### src/sscPkg.sv
/*
 sscPkg: shared types for the three-lane RISC-V issue bundle former.
 instruction union, lane-eligibility flags, window and bundle records
*/
package sscPkg;

  // lanes in one issue bundle
  localparam int MAX_LANES = 3;

  // major opcodes where bits 11:7 are immediate bits, not rd
  localparam logic [6:0] OP_STORE   = 7'b0100011;
  localparam logic [6:0] OP_FPSTORE = 7'b0100111;

  // register-field view of one 32-bit word
  typedef struct packed {
    logic [6:0] funct7;
    logic [4:0] rs2;
    logic [4:0] rs1;
    logic [2:0] funct3;
    logic [4:0] rd;
    logic [6:0] opcode;
  } rType_t;

  // one instruction word
  // raw for the flag decoder, rType for the hazard check
  typedef union packed {
    logic [31:0] raw;
    rType_t      rType;
  } rvInstr_u;

  // lane-eligibility flags, lane1With2 is bit 0
  typedef struct packed {
    // may run in lane 3
    logic lane3;
    // may run in lane 2
    logic lane2;
    // may sit in lane 1 with a third op in lane 3
    logic lane1With3;
    // may sit in lane 1 with a second op in lane 2
    logic lane1With2;
  } laneFlag_t;

  // fetch window, slot 0 is the oldest word
  typedef struct packed {
    rvInstr_u [MAX_LANES-1:0] slot;
    // valid words, 1 to 3
    logic [1:0]               count;
    // low word-index tag, carried through untouched
    logic [1:0]               pc;
  } fetchWin_t;

  // issued lane bundle
  typedef struct packed {
    rvInstr_u [MAX_LANES-1:0] lane;
    // issued words, 1 to 3
    logic [1:0]               width;
    logic [1:0]               pc;
  } issueBundle_t;

endpackage
### src/sscBundleTop.sv
/*
 sscBundleTop: three-lane issue bundle former.
 window register, combinational former, bundle register
*/
`timescale 1ns/1ps

module sscBundleTop #(
  parameter bit USE_LANE3 = 1'b1
) (
  input  logic                 clock,
  input  logic                 arstN,
  input  logic                 winValid,
  input  sscPkg::fetchWin_t    window,
  output logic                 bundleValid,
  output sscPkg::issueBundle_t bundle
);
  import sscPkg::*;

  logic         heldValid;
  fetchWin_t    heldWin;
  logic         formValid;
  issueBundle_t formBundle;

  // stage 1, capture the window
  fetchWindowReg u_winReg (
    .clock     (clock),
    .arstN     (arstN),
    .winValid  (winValid),
    .window    (window),
    .heldValid (heldValid),
    .heldWin   (heldWin)
  );

  // decode, hazard check, width pick
  bundleFormer #(
    .USE_LANE3 (USE_LANE3)
  ) u_former (
    .heldValid  (heldValid),
    .heldWin    (heldWin),
    .formValid  (formValid),
    .formBundle (formBundle)
  );

  // stage 2, present the bundle
  laneIssue u_issue (
    .clock       (clock),
    .arstN       (arstN),
    .formValid   (formValid),
    .formBundle  (formBundle),
    .bundleValid (bundleValid),
    .bundle      (bundle)
  );

endmodule

### src/laneIssue.sv
/*
 laneIssue is the output register for the formed lane bundle.
 one bundle per strobe with a one-cycle valid pulse
*/
`timescale 1ns/1ps

module laneIssue (
  input  logic                 clock,
  input  logic                 arstN,
  input  logic                 formValid,
  input  sscPkg::issueBundle_t formBundle,
  output logic                 bundleValid,
  output sscPkg::issueBundle_t bundle
);
  import sscPkg::*;

  logic [1:0]               widthQ;
  rvInstr_u [MAX_LANES-1:0] laneQ;
  logic [1:0]               pcQ;

  // valid pulse and a width that idles at 1
  always_ff @(posedge clock or negedge arstN) begin
    if (!arstN) begin
      bundleValid <= 1'b0;
      widthQ      <= 2'd1;
    end else begin
      bundleValid <= formValid;
      if (formValid) begin
        widthQ <= formBundle.width;
      end
    end
  end

  // lane words and pc tag
  always_ff @(posedge clock) begin
    if (formValid) begin
      laneQ <= formBundle.lane;
      pcQ   <= formBundle.pc;
    end
  end

  assign bundle = '{lane: laneQ, width: widthQ, pc: pcQ};

  // issued width always names a real lane count
  assert property (
    @(posedge clock) disable iff (!arstN)
    bundleValid |-> (bundle.width != 2'd0)
  ) else $error("bundle width %0d out of range", bundle.width);

  // lanes past the width must be empty so the consumer sees no stale op
  assert property (
    @(posedge clock) disable iff (!arstN)
    bundleValid |->
      ((bundle.width >= 2'd2) || (bundle.lane[1].raw == 32'd0)) &&
      ((bundle.width == 2'd3) || (bundle.lane[2].raw == 32'd0))
  ) else $error("nonzero word in unused lane");

endmodule

### src/bundleFormer.sv
/*
 bundleFormer: picks the issue width for a held window.
 three flag decoders plus the hazard check, purely combinational
*/
`timescale 1ns/1ps

module bundleFormer #(
  parameter bit USE_LANE3 = 1'b1
) (
  input  logic                 heldValid,
  input  sscPkg::fetchWin_t    heldWin,
  output logic                 formValid,
  output sscPkg::issueBundle_t formBundle
);
  import sscPkg::*;

  laneFlag_t [MAX_LANES-1:0] slotFlag;
  logic                      pair01Ok;
  logic                      trio012Ok;
  logic                      canTwo;
  logic                      canThree;

  // one decoder per slot
  for (genvar i = 0; i < MAX_LANES; i++) begin : g_dec
    decRvSscFlag u_dec (
      .istrWord (heldWin.slot[i]),
      .istrFlag (slotFlag[i])
    );
  end

  bundleHazard u_hazard (
    .slot0     (heldWin.slot[0]),
    .slot1     (heldWin.slot[1]),
    .slot2     (heldWin.slot[2]),
    .pair01Ok  (pair01Ok),
    .trio012Ok (trio012Ok)
  );

  // width 2: second word present, both flags, no conflict
  assign canTwo = (heldWin.count >= 2'd2) &&
                  slotFlag[0].lane1With2 &&
                  slotFlag[1].lane2 &&
                  pair01Ok;

  // width 3: lane 3 built in, full window, lane-3 flags
  assign canThree = canTwo && USE_LANE3 &&
                    (heldWin.count == 2'd3) &&
                    slotFlag[0].lane1With3 &&
                    slotFlag[2].lane3 &&
                    trio012Ok;

  always_comb begin
    formBundle.pc      = heldWin.pc;
    formBundle.lane[0] = heldWin.slot[0];
    // unused lanes carry word zero
    formBundle.lane[1] = canTwo ? heldWin.slot[1] : '0;
    formBundle.lane[2] = canThree ? heldWin.slot[2] : '0;
    if (canThree) begin
      formBundle.width = 2'd3;
    end else if (canTwo) begin
      formBundle.width = 2'd2;
    end else begin
      formBundle.width = 2'd1;
    end
  end

  // strobe passes straight through
  assign formValid = heldValid;

endmodule

### src/bundleHazard.sv
/*
 bundleHazard: register-dependency check across the three window slots.
 flags RAW and WAW conflicts, conservative on reads
*/
`timescale 1ns/1ps

module bundleHazard (
  input  sscPkg::rvInstr_u slot0,
  input  sscPkg::rvInstr_u slot1,
  input  sscPkg::rvInstr_u slot2,
  output logic             pair01Ok,
  output logic             trio012Ok
);
  import sscPkg::*;

  // destination of a slot, 0 when it writes nothing
  function automatic logic [4:0] destOf(input rvInstr_u s);
    logic isStore;
    isStore = (s.rType.opcode == OP_STORE) || (s.rType.opcode == OP_FPSTORE);
    return isStore ? 5'd0 : s.rType.rd;
  endfunction

  // rs1 and rs2 always count as reads
  // int and fp files share one name space here
  function automatic logic readsReg(input rvInstr_u s, input logic [4:0] r);
    return (r != 5'd0) && ((s.rType.rs1 == r) || (s.rType.rs2 == r));
  endfunction

  logic [4:0] dst0;
  logic [4:0] dst1;
  logic [4:0] dst2;
  logic       raw01;
  logic       waw01;
  logic       raw2;
  logic       waw2;

  assign dst0 = destOf(slot0);
  assign dst1 = destOf(slot1);
  assign dst2 = destOf(slot2);

  // slot 1 against slot 0
  assign raw01 = readsReg(slot1, dst0);
  assign waw01 = (dst0 != 5'd0) && (dst0 == dst1);

  // slot 2 against both older slots
  assign raw2 = readsReg(slot2, dst0) || readsReg(slot2, dst1);
  assign waw2 = (dst2 != 5'd0) && ((dst2 == dst0) || (dst2 == dst1));

  assign pair01Ok  = !raw01 && !waw01;
  // three-wide also needs the pair to be clean
  assign trio012Ok = pair01Ok && !raw2 && !waw2;

endmodule

### src/fetchWindowReg.sv
/*
 fetchWindowReg is the input-side register for the fetch window.
 it captures the window on its strobe and pulses heldValid a cycle later
*/
`timescale 1ns/1ps

module fetchWindowReg (
  input  logic              clock,
  input  logic              arstN,
  input  logic              winValid,
  input  sscPkg::fetchWin_t window,
  output logic              heldValid,
  output sscPkg::fetchWin_t heldWin
);

  // one valid strobe per accepted window
  always_ff @(posedge clock or negedge arstN) begin
    if (!arstN) begin
      heldValid <= 1'b0;
    end else begin
      heldValid <= winValid;
    end
  end

  // window payload
  // holds its last value between strobes
  always_ff @(posedge clock) begin
    if (winValid) begin
      heldWin <= window;
    end
  end

  // fetch must never strobe an empty window
  // count 0 would let the former issue a stale slot 0
  assert property (
    @(posedge clock) disable iff (!arstN)
    winValid |-> window.count != 2'd0
  ) else $error("fetch window strobed with count 0");

endmodule

### src/decRvSscFlag.sv
/*
 decRvSscFlag: lane-eligibility decoder for one 32-bit RISC-V word.
 opcode, funct3 and funct7 bits give the four lane flags
*/
`timescale 1ns/1ps

module decRvSscFlag (
  input  sscPkg::rvInstr_u  istrWord,
  output sscPkg::laneFlag_t istrFlag
);
  import sscPkg::*;

  laneFlag_t  flags;
  logic [2:0] f3;

  assign f3       = istrWord.raw[14:12];
  assign istrFlag = flags;

  always_comb begin
    flags = 4'b0000;
    case (istrWord.raw[6:2])
      // LOAD, lanes 1 only
      5'b00000: begin
        flags = 4'b0011;
        // wide funct3 form stays alone
        if (f3 == 3'b111) begin
          flags = 4'b0000;
        end
      end
      // STORE, lane 1 paired with lane 2 only
      OP_STORE[6:2]: begin
        flags = 4'b0001;
        if (f3 == 3'b111) begin
          flags = 4'b0000;
        end
      end
      // FP load
      5'b00001: begin
        flags = 4'b0011;
        if (istrWord.raw[14]) begin
          flags = 4'b0000;
        end
      end
      // FP store
      OP_FPSTORE[6:2]: begin
        flags = 4'b0001;
        if (istrWord.raw[14]) begin
          flags = 4'b0000;
        end
      end
      // fused multiply-add family, issued alone
      5'b10000, 5'b10001, 5'b10010, 5'b10011: begin
        flags = 4'b0000;
      end
      // branch, jalr, jal
      5'b11000, 5'b11001, 5'b11011: begin
        flags = 4'b0000;
      end
      // fence, atomics, system
      5'b00011, 5'b01011, 5'b11100: begin
        flags = 4'b0000;
      end
      // ALU register-immediate
      5'b00100: begin
        flags = 4'b1111;
        // shifts, not lane 3
        if (f3 == 3'b001 || f3 == 3'b101) begin
          flags = 4'b0111;
          // nonstandard shift encodings
          if (istrWord.raw[29:26] != 4'd0) begin
            flags = 4'b0000;
          end
        end
        // slti/sltiu
        if (f3[2:1] == 2'b01) begin
          flags = 4'b0011;
        end
      end
      // ALU register-register, plain funct7 only
      5'b01100: begin
        flags = 4'b0000;
        if (istrWord.raw[29:25] == 5'd0) begin
          flags = 4'b1111;
          if (f3[2:1] == 2'b01) begin
            flags = 4'b0011;
          end
        end
      end
      // ALU register-immediate, 32-bit forms
      5'b00110: begin
        flags = 4'b1111;
        if (f3 == 3'b001 || f3 == 3'b101) begin
          flags = 4'b0111;
          if (istrWord.raw[29:26] != 4'd0) begin
            flags = 4'b0000;
          end
        end
        if (f3[2:1] == 2'b01 || f3[2:1] == 2'b11) begin
          flags = 4'b0011;
        end
        if (f3 == 3'b100) begin
          flags = 4'b0000;
        end
      end
      // ALU register-register, 32-bit forms
      5'b01110: begin
        flags = 4'b0000;
        if (istrWord.raw[29:25] == 5'd0) begin
          flags = 4'b1111;
          if (f3[2:1] == 2'b01) begin
            flags = 4'b0011;
          end
        end
      end
      // FPU op
      5'b10100: begin
        flags = 4'b0011;
      end
      // AUIPC needs the pc, alone
      5'b00101: begin
        flags = 4'b0000;
      end
      // LUI
      5'b01101: begin
        flags = 4'b0011;
      end
      default: begin
        flags = 4'b0000;
      end
    endcase

    // not a 32-bit word, no lane flags
    if (istrWord.raw[1:0] != 2'b11) begin
      flags = 4'b0000;
    end
  end

endmodule

### config.mk
export PLATFORM = sky130hd
export DESIGN_NAME = sscBundleTop
export DESIGN_NICKNAME = d
export VERILOG_FILES = /design/src/sscPkg.sv /design/src/sscBundleTop.sv /design/src/laneIssue.sv /design/src/bundleFormer.sv /design/src/bundleHazard.sv /design/src/fetchWindowReg.sv /design/src/decRvSscFlag.sv
export SDC_FILE = /design/constraint.sdc
export NUM_CORES = 1
export LEC_CHECK = 0
export BUFFER_PORTS_ARGS = -buffer_cell sky130_fd_sc_hd__buf_2
export CAP_MARGIN = 20
export CELL_PAD_IN_SITES_DETAIL_PLACEMENT = 0
export CELL_PAD_IN_SITES_GLOBAL_PLACEMENT = 1
export CORE_AREA = 10 10 152 154
export CTS_CLUSTER_DIAMETER = 100
export DETAILED_ROUTE_END_ITERATION = 8
export DIE_AREA = 0 0 162 164
export GPL_ROUTABILITY_DRIVEN = 0
export MAX_ROUTING_LAYER = met4
export PLACE_DENSITY_LB_ADDON = 0.1
export SYNTH_ARGS = -nofsm -noshare
export SYNTH_HDL_FRONTEND = slang
export SYNTH_SLANG_ARGS = --single-unit
### constraint.sdc
create_clock -name clock -period 3.15 [get_ports clock]
set_input_delay 0.315 -clock clock [delete_from_list [all_inputs] [get_ports clock]]
set_output_delay 0.315 -clock clock [all_outputs]
set_load 0.02 [all_outputs]
* Word level (Yosys, flattened, before mapping)
Cells that the tools add are included.
Widths: inputs -> output; s select.
** Word-level totals
- Bits in registers :: 202
- Input port bits :: 103
- Output and inout bits :: 101
- Logic and storage cells :: 171
** Operators by class
- $lt $le $gt $ge :: 1
- Eq/ne operators :: 64
- Multiplexer cells :: 43
- Reduce and logical (&&, ||, !) cells :: 51
** Operators by type and width (count)
- $eq 5x4->1 const B :: 15
- $eq 5x5->1 :: 9
- $eq 7x6->1 const B :: 6
- $pmux 4 s8 :: 1
- $eq 5x3->1 const B :: 6
- $logic_not 5->1 :: 6
- $mux 2 :: 15
- $mux 4 :: 7
- $eq 3x3->1 const B :: 9
- $mux 3 :: 9
- $pmux 3 s8 :: 1
- $pmux 2 s8 :: 1
- $eq 5x1->1 const B :: 3
- $eq 5x5->1 const B :: 3
- $logic_and 1x1->1 :: 15
- $mux 5 :: 3
- $reduce_bool 5->1 :: 3
- $logic_or 1x1->1 :: 14
- $reduce_bool 4->1 :: 3
- $reduce_or 2->1 :: 6
- $eq 3x1->1 const B :: 3
- $eq 2x2->1 const B :: 4
- $eq 2x1->1 const B :: 3
- $mux 1 :: 6
- other kinds (3) :: 8

* Depth between registers and ports, before layout
Gate-level depths: netlist (run 1).
- Depth after elaboration :: 15
- Mapped depth :: 11
- Mapped depth without buffers :: 7

* Modules after synthesis
A second synthesis (run 1) with hierarchy kept.
** Unflattened totals
- Cell total of the unflattened synthesis :: 577
- Area total of the unflattened synthesis :: 8712.1 um^2
** By module, submodules not included
- laneIssue :: times used 1, cells each 103, area an instance 3041.7 um^2, sequential area each 3019.1 um^2
- fetchWindowReg :: times used 1, cells each 101, area an instance 3027.9 um^2, sequential area each 3027.9 um^2
- bundleFormer :: times used 1, cells each 145, area an instance 1018.5 um^2, sequential area each 0.0 um^2
- bundleHazard :: times used 1, cells each 129, area an instance 922.1 um^2, sequential area each 0.0 um^2
- decRvSscFlag :: times used 3, cells each 33, area an instance 234.0 um^2, sequential area each 0.0 um^2

* Worst setup path before layout (run 1)
Ideal clock, no wire load.
- Path type :: reg2reg
- From :: register u_winReg.heldValid
- To :: register u_issue.widthQ[1]
- Setup time :: 0.132 ns
- Arrival :: 2.807 ns
- Required time :: 3.018 ns
- Slack :: 0.211 ns
- Cell stages (with the launch flop) :: 2
- Buffers on the path :: 0
- Period minus slack after synthesis :: 2.939 ns
- Cell sequence :: dfrtp_1 -> mux2_2
** RTL lines
- start, declared :: RTL line fetchWindowReg.sv:12 : output logic heldValid,
- start signal, assigned :: RTL line fetchWindowReg.sv:21 : heldValid <= winValid;
- end signal, assigned :: RTL line laneIssue.sv:29 : widthQ <= formBundle.width;
- end, declared :: RTL line laneIssue.sv:17 : logic [1:0] widthQ;
No word-level cell between the ends.

* Worst setup path in the final report (run 1)
- From :: register u_winReg.heldWin[39] (netlist name)
- To :: register u_issue.laneQ (netlist bit u_issue.bundle[64]) (data pin)
** Between the ends
- Cells in the longest elaborated chain, start to end :: 8
- Elaborated cells on any way between the ends :: 24
- Those cells by class :: 12 x eq/ne; 3 x mux; 9 x reduce/logical
** Ends and longest elaborated chain
- $eq 7x6->1 :: RTL line bundleHazard.sv:19 : isStore = (s.rType.opcode == OP_STORE) || (s.rType.opcode == OP_FPSTORE);
- $logic_or 1x1->1 :: RTL line bundleHazard.sv:19
- $mux 5 :: RTL line bundleHazard.sv:20 : return isStore ? 5'd0 : s.rType.rd;
- $eq 5x5->1 :: RTL line bundleHazard.sv:43 : assign waw01 = (dst0 != 5'd0) && (dst0 == dst1);
- $logic_and 1x1->1 :: RTL line bundleHazard.sv:43
- $logic_not 1->1 :: RTL line bundleHazard.sv:49 : assign pair01Ok = !raw01 && !waw01;
- $logic_and 1x1->1 :: RTL line bundleHazard.sv:49
- $logic_and 1x1->1 (*) :: RTL line bundleFormer.sv:42 : slotFlag[1].lane2 &&
- end signal, assigned :: RTL line laneIssue.sv:37 : laneQ <= formBundle.lane;
- end, declared :: RTL line laneIssue.sv:18 : rvInstr_u [MAX_LANES-1:0] laneQ;
Mark *: on every way between the ends. The rest lies on a longest branch, timed or not.
A chain may end at the register's enable or synchronous reset.

==> out/metrics.yaml, run 1 <==
first_pass_iters: 4
antenna_found_initial: 0
power_density_nw_per_um2: 584
ys_async_sr_fraction: 0.0198
wirelength_mm: 19.7
grt_pass1_wl_mm: 30.2
synth.cell_area_sq_um: 7650
overflow: 0
fin_crit_sh: 0.930
drive_gt1_frac: 0.326
p_leak_nw: 4.12
rows: 52
ir_drop_uv: 368
crit_path_end_kind: "register"
whs_endpoint: "u_winReg.heldWin[3]"
slew_violations: 0
yosys.area.top_type_share: 0.777
clockRootBuffer: "clkbuf_16"
die_x_microns: 162
crit_slowest_cell: "or3b_1"
worstHoldPathType: "in2reg"
vias: 4952
path_buf_inv: 1
hpwlAfterDp_mm: 13.5
grt_setup_unrepaired: "no"
grt_pass1_vias: 5355
drt_iter0_markers: 247
avgViaCountPerCell: 4.69
slew_headroom: 0.405
dp_cells: 921
boundaryPins: 204
crit_fanout: 26
required_ns: 3.40
die-area_sq_um: 26600
critPathKind: "reg2reg"
cts_buffers: 21
cts.path.max_buffers: 3
syn_inst: 454
syn_area_per_cell_sq_um: 16.8
cts_max_level: 1
r2r-end: "u_issue.bundle[64]"
port_buffers: 203
cts_num_sinks: 202
cp.arrival_ns: 3.18
r2r-start: "u_winReg.heldWin[39]"
rrSetupSlack_ns: 0.22
antenna_cells: 0
grtUsageTotal: 0.148
drt.antenna.violating_nets: 0
synth_edf_count: 198
final_nets: 877
power_mw: 6.24
synth_area_leader_cell: "edfxtp_1"
ys_types: 53
fin_crit_ns: 2.93
grt_max_degree: 66
initial_core_util: 0.382
synth_common_cells: "edfxtp_1 (198), and2_1 (50), xor2_1 (21)"
status: "complete, no violations"
final-setup-viol-count: 0
fin_worst_skew_ns: 0.00960
yosysWarnings: 0
clock_latency_ns: 0.50
yosys-top-cells-area: "edfxtp_1 (78%), and2_1 (4.1%), xor2_1 (2.4%)"
area.growth.synth_to_final_pct: 39.6
synth.most_common_cell: "edfxtp_1"
critPathMaxStageDelay_ns: 0.58
ys_dominant_reg_cell: "edfxtp_1"
crit_chain: "or3b_1, o21ai_1, o2bb2ai_1, or4_4, nor3_4, nor2_1, buf_4, and2_1"
cts_tree: "yes"
min_from: "window[3]"
rr_worst_depth: 8
post_cts_buffers: 0
timing.fmax_ghz: 0.341
tightest_slew_ns: 0.892
cp-start-kind: "register"
drc: 0
final_cells: 1056
clk_pin_slew_ns: 0.06
die_h_microns: 164
core_area_sq_um: 20000
cp_top_family: "simple AND/OR/NAND/NOR gates"
seq_area_frac_synth: 0.791
hold_violations: 0
wl_per_cell_microns: 18.6
totalNegativeSetupSlack_ns: 0
whs_path_depth: 1
synth-seq-cells: 202
drv_cap: 0
==> registers in the layout (all words and copies together), names as in the netlist <==
| signal | flops |
|---|---|
| u_issue.bundle | 96 |
| u_issue.bundleValid | 1 |
| u_issue.pcQ | 2 |
| u_issue.widthQ | 2 |
| u_winReg.heldValid | 1 |
| u_winReg.heldWin | 100 |
==> cells in the final DEF, fill, tap and decap left out, types with 5 or more instances in the layout <==
| cell | n |
|---|---|
| dlygate4sd3_1 | 100 |
| nor2_1 | 19 |
| edfxtp_1 | 198 |
| xor2_1 | 21 |
| and2_1 | 50 |
| o22ai_1 | 8 |
| o21ai_1 | 9 |
| xnor2_1 | 8 |
| nor4_1 | 5 |
| clkbuf_16 | 21 |
| buf_2 | 202 |
| nor3_1 | 10 |
| a21oi_1 | 12 |
| nand2_1 | 9 |
| clkbuf_1 | 5 |
| buf_4 | 11 |
| inv_1 | 10 |
==> power by group <==
| part | leakage (nW) | switching (mW) | internal, mW |
|---|---|---|---|
| Clock | 0.315 | 0.972 | 1.39 |
| Sequential | 1.97 | 0.129 | 3.17 |
| Combinational | 1.84 | 0.316 | 0.272 |
| Total | 4.12 | 1.42 | 4.82 |
==> how the worst max path moves through the flow <==
stage                               startpoint            endpoint  slack (ns)  depth (start not counted)
final                     u_winReg.heldWin[39]  u_issue.bundle[64]        0.22                          8
after global placement    u_winReg.heldWin[39]  u_issue.bundle[60]        0.29                          8
after CTS                 u_winReg.heldWin[39]  u_issue.bundle[61]        0.23                          8
after global routing       u_winReg.heldWin[7]  u_issue.bundle[75]        0.02                          8
after detailed placement  u_winReg.heldWin[39]  u_issue.bundle[64]        0.24                          8
after floorplan             u_winReg.heldValid   u_issue.widthQ[1]        0.21                          1
==> per-stage QoR <==
step	hold slack, ns	cell area [sq um]	worst slack (ns)	utilization
final	0.0232	10700	0.221	0.533
after global routing	0.0143	10700	0.0158	0.533
after CTS	0.00945	10700	0.229	0.533
after detailed placement	0.133	9030	0.236	0.451
after global placement	0.126	9030	0.289	0.451
after floorplan	0.0194	7660	0.211	-
==> per-layer routing <==
metal / vias to the layer above / routed length [microns] / track usage
met5: - / 0 / -
met4: 0 / 410 / 0.0414
met3: 29 / 1280 / 0.0360
met2: 164 / 9710 / 0.242
met1: 2408 / 8260 / 0.181
li1: 2351 / - / -
==> worst register-to-register path: stages, from the launching register on <==
cell and delay (ns):
edfxtp_1 0.40, or3b_1 0.58, o21ai_1 0.26, o2bb2ai_1 0.10
or4_4 0.44, nor3_4 0.36, nor2_1 0.09, buf_4 0.24
and2_1 0.21
==> cell type report <==
type	count	area, sq um
Clock buffer	26	544
Tap cell	270	338
Timing Repair Buffer	314	2110
Sequential cell	202	6050
Fill cell	1693	9360
Inverter	11	41.3
Multi-Input combinational cell	224	1490
Clock inverter	9	100
==> cell families after synthesis <==
group | Yosys count | share of synthesized area
other | 1 | 0.000490
and+or+nand+nor | 130 | 0.103
buffers and inverters | 31 | 0.0178
xor gates and xnor gates | 29 | 0.0332
AOI/OAI and AO/OA | 59 | 0.0522
muxes | 2 | 0.00278
DFF | 202 | 0.791
==> what timing repair did <==
item                                   in CTS  in global routing
hold buffers                              100                  0
gates resized for setup                     0                  0
endpoints found under the hold margin     103                  0
(Power assumes the default switching activity.)
==> run 2: changes to the inputs <==
--- a/config.mk
+++ b/config.mk
@@ -9,13 +9,14 @@
 export CAP_MARGIN = 20
 export CELL_PAD_IN_SITES_DETAIL_PLACEMENT = 0
 export CELL_PAD_IN_SITES_GLOBAL_PLACEMENT = 1
-export CORE_AREA = 10 10 152 154
+export CORE_AREA = 10 10 145 147
 export CTS_CLUSTER_DIAMETER = 100
 export DETAILED_ROUTE_END_ITERATION = 8
-export DIE_AREA = 0 0 162 164
+export DIE_AREA = 0 0 155 157
 export GPL_ROUTABILITY_DRIVEN = 0
 export MAX_ROUTING_LAYER = met4
 export PLACE_DENSITY_LB_ADDON = 0.1
+export REMOVE_ABC_BUFFERS = 1
 export SYNTH_ARGS = -nofsm -noshare
 export SYNTH_HDL_FRONTEND = slang
 export SYNTH_SLANG_ARGS = --single-unit
==> constraint.sdc (replaced) <==
create_clock -name clock -period 3.4 [get_ports clock]
set_input_delay 0.34 -clock clock [delete_from_list [all_inputs] [get_ports clock]]
set_output_delay 0.34 -clock clock [all_outputs]
set_load 0.02 [all_outputs]
==> out/metrics.yaml, run 2 (synthesized netlist as in run 1, its figures left out) <==
status: "complete, no violations"
hold_buffers: 9  # -91%
vias: 4606  # -7.0%
cp.arrival_ns: 3.26  # +0.08 ns
crit_fanout: 18  # -31%
power_density_nw_per_um2: 593  # +1.5%
clkPwrFrac: 0.403  # +0.025
worst_slack_ns: 0.387  # +0.166 ns
post_cts_buffers: 0  # unchanged
overflow: 0  # unchanged
r2r-start: "u_winReg.heldWin[39]"
slew_violations: 0  # unchanged
final_nets: 800  # -8.8%
cts.path.max_buffers: 3  # unchanged
antenna_cells: 0  # unchanged
combPwrFrac: 0.081  # -0.013
seqPwrFrac: 0.516  # -0.012
rows: 50  # -3.8%
cts_max_level: 1  # unchanged
first_pass_iters: 5  # +1
r2r-end: "u_issue.bundle[54]"
crit_path_start: "u_winReg.heldWin[39]"
cts_buffers: 22  # +4.8%
grtUsageTotal: 0.149  # +0.00102
critPathKind: "reg2reg"
drive_gt1_frac: 0.379  # +0.0530
top_register: "u_winReg.heldWin"
rrSetupSlack_ns: 0.39  # +0.17 ns
hold_ws_ns: 0.0216  # -0.00160 ns
clock_latency_ns: 0.49  # about the same
grt_max_degree: 65  # -1.5%
hpwlAfterDp_mm: 13.3  # -1.2%
drv_cap: 0  # unchanged
boundaryPins: 204  # unchanged
die-area_sq_um: 24300  # -8.4%
final_common_cell: "buf_2"
tightest_slew_ns: 0.853  # -0.0387 ns
fin_crit_ns: 3.01  # +0.0842 ns
post-place-ws_ns: 0.254  # +0.0174 ns
ir_drop_uv: 374  # +1.6%
cp-endpoint: "u_issue.bundle[54]"
clockRootBuffer: "clkbuf_16"
layout_common_cells: "buf_2 (202), edfxtp_1 (198), and2_1 (50), clkbuf_16 (23), xor2_1 (21)"
slew_headroom: 0.431  # +0.0258
p_switching_mw: 1.32  # -7.2%
wirelength_mm: 18.4  # -6.5%
fin_worst_skew_ns: 0.00950  # -0.000103 ns
cts_num_sinks: 202  # unchanged
cts_tree: "yes"
fin_area_sq_um: 9940  # -6.9%
largest_register_ffs: 100  # unchanged
cp-start-kind: "register"
area.growth.synth_to_final_pct: 30.0
p_leak_nw: 3.85  # -6.5%
core_area_sq_um: 18300  # -8.5%
crit_path_end_kind: "register"
final-setup-viol-count: 0  # unchanged
totalNegativeSetupSlack_ns: 0  # unchanged
drt_iter0_markers: 264  # +6.9%
cts-resized-gates: 0  # unchanged
p_sw_frac: 0.223  # -0.00411
die_x_microns: 155  # -4.3%
grt_setup_unrepaired: "no"
avgViaCountPerCell: 4.86  # +3.7%
rr_worst_depth: 10  # +2
clk_pin_slew_ns: 0.06  # about the same
timing.fmax_ghz: 0.332  # -2.8%
die_h_microns: 157  # -4.3%
port_buffers: 203  # unchanged
grt_pass1_wl_mm: 27.6  # -8.6%
wl_per_cell_microns: 19.4  # +4.3%
fin_crit_sh: 0.886  # -0.0436
p_int_mw: 4.58  # -5.0%
dpl_cell_area_sq_um: 9040  # +0.11%
grt_pass1_vias: 4843  # -9.6%
required_ns: 3.64  # +0.24 ns
drt.antenna.violating_nets: 0  # unchanged
initial_core_util: 0.417  # +0.0356
antenna_found_initial: 0  # unchanged
worstHoldPathType: "in2reg"
drc: 0  # unchanged
hold_violations: 0  # unchanged
[run 2: cell types whose count changed in the layout (fill, tap and decap cells not counted), sizes merged]
cell,change
buf,+7
bufinv,+1
clkbuf,-2
clkinv,+8
clkinvlp,-1
dlygate4sd3,-85
inv,-1
[run 2: how the worst min path moves through the flow]
stage / start / endpoint / slack [ns] / cells past startpoint
floorplan: arstN / u_issue.bundleValid / 0.04 / 0
global placement: arstN / u_issue.bundleValid / 0.15 / 1
detailed placement: arstN / u_issue.bundleValid / 0.15 / 1
CTS: window[39] / u_winReg.heldWin[39] / 0.001 / 1
global route: window[64] / u_winReg.heldWin[64] / 0.00006 / 1
finish: window[51] / u_winReg.heldWin[51] / 0.02 / 1
[run 2: area by class of cell]
cell class,count,area [sq um]
clock buffer,24,579
clock inverter,16,158
fill,1547,8390
inverter,11,41.3
multi-input combinational,224,1490
sequential,202,6050
tap,234,293
timing repair buffer,236,1330
[run 2: metrics by stage]
step                utilization  std cells  power (mW)
floorplan                     -        437        3.31
global placement          0.493        890        3.56
detailed placement        0.493        891        3.57
CTS                       0.538        940        5.97
global route              0.542        947        6.15
finish                    0.542        947        5.90
[run 2: routing by layer]
layer  GRT usage  vias to the layer above  routed length [microns]
li1            -                     2210                        -
met1       0.196                     2203                     8110
met2       0.231                      175                     8800
met3      0.0352                       18                     1250
met4      0.0369                        0                      223
met5           -                        -                        0
[run 2: power groups by stage]
stage / clock, mW / sequential [mW] / combinational [mW]
floorplan: 0 / 3.19 / 0.122
finish: 2.38 / 3.04 / 0.478
CTS: 2.44 / 3.05 / 0.481
global route: 2.56 / 3.07 / 0.519
detailed placement: 0 / 3.10 / 0.471
global placement: 0 / 3.09 / 0.467
[run 2: critical path, stage by stage (launching register included)]
cell and delay (ns):
edfxtp_1 0.41, or3b_1 0.51, buf_4 0.20, o21ai_1 0.16, a21oi_1 0.06, or4_4 0.49, nor3_4 0.26, buf_4 0.21
nor2_2 0.10, buf_6 0.18, and2_1 0.17
==> run 3: changes to the inputs <==
--- a/config.mk
+++ b/config.mk
@@ -7,16 +7,17 @@
 export LEC_CHECK = 0
 export BUFFER_PORTS_ARGS = -buffer_cell sky130_fd_sc_hd__buf_2
 export CAP_MARGIN = 20
-export CELL_PAD_IN_SITES_DETAIL_PLACEMENT = 0
-export CELL_PAD_IN_SITES_GLOBAL_PLACEMENT = 1
-export CORE_AREA = 10 10 145 147
+export CELL_PAD_IN_SITES_DETAIL_PLACEMENT = 1
+export CELL_PAD_IN_SITES_GLOBAL_PLACEMENT = 2
+export CORE_AREA = 10 10 157 159
 export CTS_CLUSTER_DIAMETER = 100
 export DETAILED_ROUTE_END_ITERATION = 8
-export DIE_AREA = 0 0 155 157
+export DIE_AREA = 0 0 167 169
 export GPL_ROUTABILITY_DRIVEN = 0
 export MAX_ROUTING_LAYER = met4
 export PLACE_DENSITY_LB_ADDON = 0.1
 export REMOVE_ABC_BUFFERS = 1
+export SLEW_MARGIN = 20
 export SYNTH_ARGS = -nofsm -noshare
 export SYNTH_HDL_FRONTEND = slang
 export SYNTH_SLANG_ARGS = --single-unit
==> constraint.sdc (replaced) <==
create_clock -name clock -period 2.9 [get_ports clock]
set_input_delay 0.29 -clock clock [delete_from_list [all_inputs] [get_ports clock]]
set_output_delay 0.29 -clock clock [all_outputs]
set_load 0.02 [all_outputs]
==> out/metrics.yaml, run 3 (synthesized netlist as in run 1, its figures left out) <==
grtUsageTotal: 0.155  # +0.00596
final_nets: 887  # +11%
r2r-end: "u_issue.bundle[85]"
die_x_microns: 167  # +7.7%
p_leak_nw: 4.24  # +10%
dpl_cell_area_sq_um: 9150  # +1.1%
post_cts_buffers: 0  # unchanged
die_h_microns: 169  # +7.6%
grt_pass1_vias: 5814  # +20%
largest_register_ffs: 100  # unchanged
die-area_sq_um: 28200  # +16%
crit_fanout: 28  # +10
required_ns: 3.14  # -0.50 ns
drt_iter0_markers: 226  # -14%
drt.antenna.violating_nets: 0  # unchanged
grt_pass1_wl_mm: 33.7  # +22%
port_buffers: 203  # unchanged
grt_max_degree: 47  # -28%
tightest_slew_ns: 0.685  # -0.168 ns
layout_common_cells: "buf_2 (202), edfxtp_1 (198), dlygate4sd3_1 (101), and2_1 (50), clkbuf_16 (23)"
dp_cells: 939  # +5.4%
cts_tree: "yes"
cts_buffers: 22  # unchanged
worst_slack_ns: 0.197  # -0.189 ns
final_cells: 1079  # +14%
vias: 5012  # +8.8%
cp.arrival_ns: 2.94  # -0.32 ns
rr_worst_depth: 8  # -2
core_area_sq_um: 21600  # +18%
fin_crit_ns: 2.70  # -0.311 ns
wirelength_mm: 21.7  # +18%
hpwlAfterDp_mm: 15.1  # +13%
clock_latency_ns: 0.50  # about the same
power_mw: 7.24  # +23%
crit_slowest_cell: "or4_4"
avgViaCountPerCell: 4.65  # -4.5%
overflow: 0  # unchanged
clk_pin_slew_ns: 0.06  # about the same
fin_worst_skew_ns: 0.0159  # +0.00644 ns
timing.fmax_ghz: 0.370  # +11%
cp_top_family: "simple AND/OR/NAND/NOR gates"
final-setup-viol-count: 0  # unchanged
cts_max_level: 1  # unchanged
cp.depth: 8  # -2
area.growth.synth_to_final_pct: 43.1
slew_violations: 0  # unchanged
ir_drop_uv: 680  # +82%
cts.path.max_buffers: 3  # unchanged
fin_area_sq_um: 10900  # +10%
crit_path_end_kind: "register"
r2r-start: "u_winReg.heldWin[39]"
critPathMaxStageDelay_ns: 0.51  # about the same
boundaryPins: 204  # unchanged
status: "complete, no violations"
hold_ws_ns: 0.121  # +0.0991 ns
path_buf_inv: 1  # -2
clockRootBuffer: "clkbuf_16"
rows: 54  # +8.0%
final_common_cell: "buf_2"
crit_chain: "or3b_4, o21ai_1, a21oi_1, or4_4, nor3_4, nor4bb_4, buf_12, and2_1"
wl_per_cell_microns: 20.1  # +3.5%
rrSetupSlack_ns: 0.20  # -0.19 ns
seqCellArea_sq_um: 6050  # unchanged
drc: 0  # unchanged
hold_violations: 0  # unchanged
initial_core_util: 0.355  # -0.0624
first_pass_iters: 4  # -1
crit_path_start: "u_winReg.heldWin[39]"
cts_num_sinks: 202  # unchanged
drive_gt1_frac: 0.340  # -0.0383
critPathKind: "reg2reg"
cp-start-kind: "register"
top_register: "u_winReg.heldWin"
grt_setup_unrepaired: "no"
fillerInstances: 2143  # +39%
antenna_cells: 0  # unchanged
post-place-ws_ns: 0.119  # -0.135 ns
slew_headroom: 0.543  # +0.112
power_density_nw_per_um2: 662  # +12%
multi_input_area_sq_um: 1500  # +0.59%
drv_cap: 0  # unchanged
antenna_found_initial: 0  # unchanged
worstHoldPathType: "in2async"
fin_crit_sh: 0.932  # +0.0457
## run 3: cell type report
type                    count  share of cell area
flip-flops and latches    202               0.553
clock inverters            13              0.0172
well taps                 280              0.0320
clock buffers              26              0.0536
repair buffers            323               0.203
inverters                  11             0.00377
multi-input cells         224               0.137
## run 3: power by group
group,switching (mW),internal [mW],leakage [nW],total [mW]
combinational,0.375,0.308,1.89,0.683
sequential,0.131,3.44,1.97,3.57
clock,1.10,1.88,0.384,2.99
## run 3: per-layer routing
metal / track usage / vias up / share of wire
met3: 0.0449 / 26 / 0.064
met5: - / - / 0
met4: 0.0344 / 0 / 0.017
met2: 0.266 / 145 / 0.50
met1: 0.178 / 2469 / 0.42
li1: - / 2372 / -
## run 3: metrics by stage
step / util / TNS [ns]
5_1_grt: 0.508 / 0
4_1_cts: 0.507 / 0
6_report: 0.508 / 0
3_3_place_gp: 0.424 / 0
2_1_floorplan: - / -15.06
3_5_place_dp: 0.424 / 0
## run 3: worst max path at each step
stage	to	slack (ns)
floorplan	u_issue.bundle[72]	-0.60
global placement	u_issue.bundle[83]	0.21
detailed placement	u_issue.bundle[85]	0.12
CTS	u_issue.bundle[85]	0.1
global route	u_issue.bundle[85]	0.0007
finish	u_issue.bundle[85]	0.20
## run 3: what timing repair did
action / 4_1_cts / 5_1_grt
gates resized for setup: 0 / 2
endpoints found under the hold margin: 104 / 0
hold buffers: 101 / 0
setup endpoints to repair: 0 / 50
